--- src/duck_hunt_pkg.sv ---
package duck_hunt_pkg;

	typedef logic [7:0] x_t; // column, wraps mod 256
	typedef logic [6:0] y_t; // row, wraps mod 128
	typedef logic [2:0] colour_t;

	localparam int NUM_BIRDS = 7;

	typedef logic [NUM_BIRDS-1:0] bird_mask_t; // one enable per bird

	localparam colour_t COLOUR_BLACK = 3'd0;
	localparam colour_t COLOUR_WHITE = 3'd7;
	localparam colour_t COLOUR_HUNTER = 3'd2;

	// short frame so a simulation run stays quick
	localparam logic [19:0] FRAME_CYCLES = 20'd600;
	localparam logic [5:0] LEVEL_FRAMES = 6'd4; // frames per extra bird

	localparam x_t BIRD_START_X = 8'd5;

	// fixed flight row of every bird
	localparam y_t BIRD_ROW [NUM_BIRDS] = '{
		7'd10,
		7'd25,
		7'd40,
		7'd55,
		7'd70,
		7'd85,
		7'd100
	};

	localparam x_t HUNTER_X = 8'd75; // centre column
	localparam y_t HUNTER_Y = 7'd115; // top row

	localparam logic [4:0] BIRD_PIXELS = 5'd13;
	localparam logic [4:0] HUNTER_PIXELS = 5'd22;

endpackage

--- src/sprite_if.sv ---
`timescale 1ns/1ps

interface sprite_if;
	import duck_hunt_pkg::*;

	logic start; // pulse, drawer idle
	x_t origin_x;
	y_t origin_y;
	colour_t colour; // held for the whole sprite
	logic pix_valid;
	x_t pix_x;
	y_t pix_y;
	logic pix_ready;
	logic done; // cycle after last accepted pixel

	modport drawer (input start, origin_x, origin_y, colour, pix_ready,
		output pix_valid, pix_x, pix_y, done);

	modport sequencer (output start, origin_x, origin_y, colour, pix_ready,
		input pix_valid, pix_x, pix_y, done);

endinterface

--- src/bird_sprite.sv ---
`timescale 1ns/1ps

module bird_sprite (
	input logic clock,
	input logic laser_on,
	sprite_if.drawer spr
);
	import duck_hunt_pkg::*;

	logic busy;
	logic [4:0] idx; // current table entry
	logic done_q;

	// head on the right, tail trails to the left
	function automatic x_t bird_dx(input logic [4:0] i);
		case (i)
			5'd0, 5'd1: bird_dx = x_t'(0);
			5'd2: bird_dx = x_t'(-1);
			5'd3: bird_dx = x_t'(-2);
			5'd4, 5'd7, 5'd8: bird_dx = x_t'(-3);
			5'd5, 5'd9, 5'd10: bird_dx = x_t'(-4);
			default: bird_dx = x_t'(-5); // body end and wing tips
		endcase
	endfunction

	// wings alternate below and above the body
	function automatic y_t bird_dy(input logic [4:0] i);
		case (i)
			5'd1, 5'd7: bird_dy = y_t'(1);
			5'd8: bird_dy = y_t'(-1);
			5'd9: bird_dy = y_t'(2);
			5'd10: bird_dy = y_t'(-2);
			5'd11: bird_dy = y_t'(3);
			5'd12: bird_dy = y_t'(-3);
			default: bird_dy = y_t'(0); // body row
		endcase
	endfunction

	always_ff @(posedge clock or posedge laser_on) begin
		if (laser_on) begin
			busy <= 1'b0;
			idx <= '0;
			done_q <= 1'b0;
		end else begin
			done_q <= 1'b0;
			if (!busy) begin
				if (spr.start) begin
					busy <= 1'b1;
					idx <= '0;
				end
			end else if (spr.pix_ready) begin
				if (idx == BIRD_PIXELS - 5'd1) begin
					busy <= 1'b0;
					done_q <= 1'b1;
				end else begin
					idx <= idx + 5'd1; // next entry on accept
				end
			end
		end
	end

	assign spr.pix_valid = busy;
	assign spr.pix_x = spr.origin_x + bird_dx(idx);
	assign spr.pix_y = spr.origin_y + bird_dy(idx);
	assign spr.done = done_q;

endmodule

--- src/draw_sequencer.sv ---
`timescale 1ns/1ps

module draw_sequencer (
	input logic clock,
	input logic laser_on,
	input logic frame_tick,
	input duck_hunt_pkg::bird_mask_t bird_on,
	input duck_hunt_pkg::x_t bird_x [duck_hunt_pkg::NUM_BIRDS],
	sprite_if.sequencer bird_spr,
	sprite_if.sequencer hunter_spr,
	output logic advance,
	output logic [2:0] advance_bird,
	output logic frame_done,
	output logic pixel_valid,
	output duck_hunt_pkg::x_t pixel_x,
	output duck_hunt_pkg::y_t pixel_y,
	output duck_hunt_pkg::colour_t pixel_colour,
	input logic pixel_ready
);
	import duck_hunt_pkg::*;

	typedef enum logic [2:0] {
		S_IDLE,
		S_ERASE,
		S_MOVE,
		S_DRAW,
		S_HUNTER,
		S_FINISH
	} state_t;

	state_t state;
	logic [2:0] bird_idx;
	logic launched; // drawer started for this state
	logic hunter_active;

	localparam logic [2:0] LAST_BIRD = 3'(NUM_BIRDS - 1);

	always_ff @(posedge clock or posedge laser_on) begin
		if (laser_on) begin
			state <= S_IDLE;
			bird_idx <= '0;
			launched <= 1'b0;
		end else begin
			case (state)
				S_IDLE: if (frame_tick) begin // late ticks are dropped
					state <= S_ERASE;
					bird_idx <= '0;
					launched <= 1'b0;
				end
				S_ERASE: if (!launched) begin
					if (bird_on[bird_idx])
						launched <= 1'b1;
					else if (bird_idx == LAST_BIRD)
						state <= S_HUNTER; // skip disabled bird
					else
						bird_idx <= bird_idx + 3'd1;
				end else if (bird_spr.done) begin
					state <= S_MOVE;
					launched <= 1'b0;
				end
				S_MOVE: state <= S_DRAW;
				S_DRAW: if (!launched) begin
					launched <= 1'b1;
				end else if (bird_spr.done) begin
					launched <= 1'b0;
					if (bird_idx == LAST_BIRD) begin
						state <= S_HUNTER;
					end else begin
						state <= S_ERASE;
						bird_idx <= bird_idx + 3'd1;
					end
				end
				S_HUNTER: if (!launched) begin
					launched <= 1'b1;
				end else if (hunter_spr.done) begin
					state <= S_FINISH;
					launched <= 1'b0;
				end
				default: state <= S_IDLE; // finish
			endcase
		end
	end

	assign hunter_active = (state == S_HUNTER);

	assign bird_spr.start = !launched &&
		((state == S_ERASE && bird_on[bird_idx]) || state == S_DRAW);
	assign bird_spr.origin_x = bird_x[bird_idx];
	assign bird_spr.origin_y = BIRD_ROW[bird_idx];
	assign bird_spr.colour = (state == S_ERASE) ? COLOUR_BLACK : COLOUR_WHITE;
	assign bird_spr.pix_ready = pixel_ready && !hunter_active;

	assign hunter_spr.start = hunter_active && !launched;
	assign hunter_spr.origin_x = HUNTER_X;
	assign hunter_spr.origin_y = HUNTER_Y;
	assign hunter_spr.colour = COLOUR_HUNTER;
	assign hunter_spr.pix_ready = pixel_ready && hunter_active;

	assign advance = (state == S_MOVE); // between erase and draw
	assign advance_bird = bird_idx;
	assign frame_done = (state == S_FINISH);

	// only the active drawer reaches the pixel port
	assign pixel_valid = hunter_active ? hunter_spr.pix_valid : bird_spr.pix_valid;
	assign pixel_x = hunter_active ? hunter_spr.pix_x : bird_spr.pix_x;
	assign pixel_y = hunter_active ? hunter_spr.pix_y : bird_spr.pix_y;
	assign pixel_colour = hunter_active ? hunter_spr.colour : bird_spr.colour;

endmodule

--- src/duck_hunt_top.sv ---
`timescale 1ns/1ps

module duck_hunt_top (
	input logic clock,
	input logic laser_on,
	input logic pixel_ready,
	output logic pixel_valid,
	output duck_hunt_pkg::x_t pixel_x,
	output duck_hunt_pkg::y_t pixel_y,
	output duck_hunt_pkg::colour_t pixel_colour,
	output logic frame_done,
	output logic [2:0] bird_count
);
	import duck_hunt_pkg::*;

	logic frame_tick;
	logic advance;
	logic [2:0] advance_bird;
	bird_mask_t bird_on;
	x_t bird_x [NUM_BIRDS];

	sprite_if bird_bus ();
	sprite_if hunter_bus ();

	frame_timer u_frame_timer (
		.clock(clock),
		.laser_on(laser_on),
		.frame_tick(frame_tick)
	);

	flock_control u_flock_control (
		.clock(clock),
		.laser_on(laser_on),
		.advance(advance),
		.advance_bird(advance_bird),
		.frame_done(frame_done),
		.bird_on(bird_on),
		.bird_x(bird_x),
		.bird_count(bird_count)
	);

	bird_sprite u_bird_sprite (.clock(clock), .laser_on(laser_on), .spr(bird_bus.drawer));

	hunter_sprite u_hunter_sprite (.clock(clock), .laser_on(laser_on), .spr(hunter_bus.drawer));

	draw_sequencer u_draw_sequencer (
		.clock(clock),
		.laser_on(laser_on),
		.frame_tick(frame_tick),
		.bird_on(bird_on),
		.bird_x(bird_x),
		.bird_spr(bird_bus.sequencer),
		.hunter_spr(hunter_bus.sequencer),
		.advance(advance),
		.advance_bird(advance_bird),
		.frame_done(frame_done),
		.pixel_valid(pixel_valid),
		.pixel_x(pixel_x),
		.pixel_y(pixel_y),
		.pixel_colour(pixel_colour),
		.pixel_ready(pixel_ready)
	);

endmodule

--- src/flock_control.sv ---
`timescale 1ns/1ps

module flock_control (
	input logic clock,
	input logic laser_on,
	input logic advance,
	input logic [2:0] advance_bird,
	input logic frame_done,
	output duck_hunt_pkg::bird_mask_t bird_on,
	output duck_hunt_pkg::x_t bird_x [duck_hunt_pkg::NUM_BIRDS],
	output logic [2:0] bird_count
);
	import duck_hunt_pkg::*;

	logic [5:0] level_frames; // finished frames in this level

	// column of each bird, only the addressed one steps
	always_ff @(posedge clock or posedge laser_on) begin
		if (laser_on) begin
			for (int i = 0; i < NUM_BIRDS; i++) begin
				bird_x[i] <= BIRD_START_X;
			end
		end else if (advance) begin
			for (int i = 0; i < NUM_BIRDS; i++) begin
				if (3'(i) == advance_bird)
					bird_x[i] <= bird_x[i] + 8'd1; // wraps at 256
			end
		end
	end

	// level counter
	always_ff @(posedge clock or posedge laser_on) begin
		if (laser_on) begin
			level_frames <= '0;
			bird_count <= 3'd1;
		end else if (frame_done) begin
			if (level_frames == LEVEL_FRAMES - 6'd1) begin
				level_frames <= '0;
				if (bird_count != 3'(NUM_BIRDS))
					bird_count <= bird_count + 3'd1;
			end else begin
				level_frames <= level_frames + 6'd1;
			end
		end
	end

	// thermometer mask, lowest birds fly first
	always_comb begin
		for (int i = 0; i < NUM_BIRDS; i++) begin
			bird_on[i] = (3'(i) < bird_count);
		end
	end

endmodule

--- src/frame_timer.sv ---
`timescale 1ns/1ps

module frame_timer (
	input logic clock,
	input logic laser_on,
	output logic frame_tick
);
	import duck_hunt_pkg::*;

	logic [19:0] count;
	logic tick_q;

	// counts down once per cycle, reload on zero
	always_ff @(posedge clock or posedge laser_on) begin
		if (laser_on) begin
			count <= FRAME_CYCLES - 20'd1;
			tick_q <= 1'b0;
		end else begin
			if (count == 20'd0) begin
				count <= FRAME_CYCLES - 20'd1;
				tick_q <= 1'b1; // one pulse per frame
			end else begin
				count <= count - 20'd1;
				tick_q <= 1'b0;
			end
		end
	end

	assign frame_tick = tick_q;

endmodule

--- src/hunter_sprite.sv ---
`timescale 1ns/1ps

module hunter_sprite (
	input logic clock,
	input logic laser_on,
	sprite_if.drawer spr
);
	import duck_hunt_pkg::*;

	logic busy;
	logic [4:0] idx;
	logic done_q;

	// left to right within a row
	function automatic x_t hunter_dx(input logic [4:0] i);
		case (i)
			5'd0, 5'd3, 5'd8, 5'd15: hunter_dx = x_t'(-1);
			5'd1, 5'd4, 5'd9, 5'd16: hunter_dx = x_t'(0);
			5'd2, 5'd5, 5'd10, 5'd17: hunter_dx = x_t'(1);
			5'd6, 5'd13, 5'd20: hunter_dx = x_t'(-3); // left edge and foot
			5'd7, 5'd14: hunter_dx = x_t'(-2);
			5'd11, 5'd18: hunter_dx = x_t'(2);
			default: hunter_dx = x_t'(3);
		endcase
	endfunction

	// rows top to bottom
	function automatic y_t hunter_dy(input logic [4:0] i);
		y_t dy;
		if (i < 5'd3)
			dy = y_t'(0); // head
		else if (i < 5'd6)
			dy = y_t'(1);
		else if (i < 5'd13)
			dy = y_t'(2); // body
		else if (i < 5'd20)
			dy = y_t'(3);
		else
			dy = y_t'(4); // feet
		return dy;
	endfunction

	always_ff @(posedge clock or posedge laser_on) begin
		if (laser_on) begin
			busy <= 1'b0;
			idx <= '0;
			done_q <= 1'b0;
		end else begin
			done_q <= 1'b0;
			if (!busy) begin
				if (spr.start) begin
					busy <= 1'b1;
					idx <= '0;
				end
			end else if (spr.pix_ready) begin
				if (idx == HUNTER_PIXELS - 5'd1) begin
					busy <= 1'b0;
					done_q <= 1'b1;
				end else begin
					idx <= idx + 5'd1;
				end
			end
		end
	end

	// hunter stands still, origin from the shared constants
	assign spr.pix_valid = busy;
	assign spr.pix_x = HUNTER_X + hunter_dx(idx);
	assign spr.pix_y = HUNTER_Y + hunter_dy(idx);
	assign spr.done = done_q;

endmodule

--- config.mk ---
export PLATFORM = sky130hd
export DESIGN_NAME = duck_hunt_top
export DESIGN_NICKNAME = d
export VERILOG_FILES = /design/src/duck_hunt_pkg.sv /design/src/sprite_if.sv /design/src/bird_sprite.sv /design/src/draw_sequencer.sv /design/src/duck_hunt_top.sv /design/src/flock_control.sv /design/src/frame_timer.sv /design/src/hunter_sprite.sv
export SDC_FILE = /design/constraint.sdc
export NUM_CORES = 1
export LEC_CHECK = 0
export ABC_AREA = 1
export BUFFER_PORTS_ARGS = -buffer_cell sky130_fd_sc_hd__buf_2
export CAP_MARGIN = 20
export CORE_AREA = 8 8 178 180
export DETAILED_ROUTE_END_ITERATION = 16
export DIE_AREA = 0 0 186 188
export MAX_ROUTING_LAYER = met4
export PLACE_DENSITY = 0.41
export RECOVER_POWER = 25
export SLEW_MARGIN = 20
export SYNTH_ARGS = -nofsm -noshare
export SYNTH_HDL_FRONTEND = slang
export SYNTH_HIERARCHICAL = 1
export SYNTH_SLANG_ARGS = --single-unit
--- constraint.sdc ---
create_clock -name clock -period 4 [get_ports clock]
set_clock_uncertainty 0.05 [all_clocks]
set_input_delay 0.6 -clock clock [delete_from_list [all_inputs] [get_ports clock]]
set_output_delay 0.6 -clock clock [all_outputs]
set_load 0.1 [all_outputs]
==> flow_metrics.py <==
metrics = {
    "routing": {
        "vias": 7181,
        "ant_nets": 0,
        "post_drt_wl_per_cell_um": 12.56,
        "drtPass1Iterations": 7,
        "vias_per_cell": 4.397,
        "drt_wl_total_mm": 20.51,
        "initialDrtViolationCount": 438,
        "drc": 0,
    },
    "cts": {
        "cts_tree": "built",
        "insertion_delay_ps": 360,
        "htreeDepth": 3,
        "cts_buffer_depth": 2,
        "root_buffer": "clkbuf_16",
        "cts_inserted_buffers": 9,
        "cts.clk_slew.worst_paths_ps": 80,
        "cts_sinks": 107,
    },
    "global_route": {
        "grt_pass1_wl_mm": 34.80,
        "grt_pass1_vias": 6832,
        "grt.overflow.total": 0,
        "antenna_found_initial": 0,
        "grt_start_max_net_pins": 36,
        "gr-usage-all-layers_pct": 12.55,
    },
    "power_and_ir_drop": {
        "peakVddDrop_mv": 0.5834,
        "p_total_mw": 7.155,
        "powerDensity_nw_per_um2": 761.5,
        "leakagePower_nw": 4.914,
    },
    "timing": {
        "finalWorstSetupSlack_ps": 250.0,
        "setup_violations": 0,
        "whs_ps": 261.0,
        "min_period_ps": 3750,
        "rsz0062_at_grt": "true",
        "final-hold-violation-count": 0,
        "maxSlewViolCount": 0,
        "fmax_ghz": 0.2667,
        "worst_slew_margin_rel_pct": 17.24,
        "worst_pin_slew_ps": 1240,
        "min_period_over_period_pct": 93.75,
    },
    "setup_path": {
        "cp_slowest_cell": "dfrtp_1",
        "r2r_start": "u_draw_sequencer/advance_bird[0]",
        "crit_type": "reg2out",
        "cp.arrival_ps": 3100,
        "path_max_fanout": 18,
        "cp-end-kind": "output pin",
        "slowest_delay_ps": 430,
        "r2r_cells": 12,
        "r2r_slack_ps": 1780,
        "start_kind": "register",
        "critical_path.top_delay_family": "buffers and inverters",
        "critPathRequiredTime_ps": 3350,
        "r2r_end": "u_draw_sequencer/advance_bird[1]",
        "worstPathCellList": "clkinvlp_4 > buf_4 > o21ai_0 > a31oi_1 > ha_1 > inv_1 > fa_1 > inv_1 > a21oi_1 > xnor2_1 > nand2_1 > nand2_1 > buf_12",
        "cp_num_cells": 13,
        "path_buf_inv": 5,
    },
    "status": {
        "outcome": "completed",
    },
    "placement": {
        "globalplace.congestion": 0.8065,
        "place_hpwl_mm": 15.78,
        "dpl.cell_count": 1614,
        "dpl_worst_slack_ps": 472.0,
        "io_buffers": 25,
    },
    "floorplanning": {
        "fp.dieW_um": 186,
        "die_area_um2": 34970,
        "core_area_um2": 29010,
        "rows": 63,
        "initial_utilization_pct": 28.79,
        "ios": 26,
        "die_h_um": 188,
    },
    "finish": {
        "diodes": 0,
        "layout.cells.non_filler": 1633,
        "utilization_pct": 32.39,
        "area_growth_pct": 12.49,
        "ff_latch_area_um2": 2704,
        "multi_input_area_um2": 4810,
        "final_nets": 1289,
        "mostFrequentLayoutCell": "nand2_1",
        "nFillCells": 3205,
        "drive_above_1_share_pct": 12.63,
        "final_cell_mix": "nand2_1, inv_1, nor2_1",
    },
    "yosys": {
        "synth_area_um2": 8352,
        "synthCells": 1221,
        "syn_avg_cell_area_um2": 6.840,
        "yosysWarnings": 6,
    },
    "run": {
        "cap_violations": 0,
    },
    "min_path": {
        "worstHoldPathType": "in2async",
    },
}
[per-stage QoR]
step	instance area [um^2]	setup TNS, ps
after floorplan	8374	0
after global placement	9019	0
after detailed placement	9019	0
after CTS	9351	0
after global routing	9395	-9.537
final	9395	0
[state kept, by name (all words and copies together), names as in the netlist]
signal and cells:
u_hunter_sprite/spr.done 1, u_flock_control/bird_x 56, u_hunter_sprite/idx 5, u_bird_sprite/spr.pix_valid 1, u_bird_sprite/spr.done 1, u_frame_timer/count 20, u_draw_sequencer/launched 1, u_draw_sequencer/advance_bird 3
u_flock_control/bird_count 3, u_flock_control/level_frames 6, u_hunter_sprite/spr.pix_valid 1, u_frame_timer/frame_tick 1, u_draw_sequencer/state 3, u_bird_sprite/idx 5
[layout make-up]
| class | count | share of cell area (%) |
|---|---|---|
| Clock buffer | 10 | 2.544 |
| Sequential cell | 107 | 28.78 |
| Inverter | 162 | 6.526 |
| Clock inverter | 6 | 0.9988 |
| Tap cell | 390 | 5.194 |
| Timing Repair Buffer | 36 | 4.768 |
| Multi-Input combinational cell | 922 | 51.19 |
[per-layer routing]
| metal | vias to the layer above | GRT usage [%] | routed length, um |
|---|---|---|---|
| met5 | - | - | 0 |
| met4 | 0 | 3.451 | 328 |
| met3 | 19 | 1.742 | 533 |
| met2 | 86 | 19.05 | 9084 |
| met1 | 3240 | 17.18 | 10560 |
| li1 | 3836 | - | - |
[how the worst max path moves through the flow]
stage	start	end	slack [ps]
after floorplan	u_draw_sequencer/state[0]	u_flock_control/bird_count[2]	100
after global placement	u_draw_sequencer/advance_bird[0]	pixel_x[6]	510
after detailed placement	u_draw_sequencer/advance_bird[0]	pixel_x[6]	470
after CTS	u_draw_sequencer/advance_bird[0]	pixel_x[6]	60
after global routing	u_draw_sequencer/advance_bird[0]	pixel_x[6]	-10
final	u_draw_sequencer/advance_bird[0]	pixel_x[4]	250
[what timing repair did]
action | 4_1_cts | 5_1_grt
setup endpoints to repair | 0 | 5
hold buffers | 0 | 0
gates resized for setup | 0 | 7
buffers inserted | 0 | 3
[where the power goes]
part,internal [mW],switching (mW),total [mW]
clock network,0.573,0.447,1.02
logic,1.50,3.23,4.72
registers,1.21,0.208,1.41
Power figures use the tool's default switching activity.
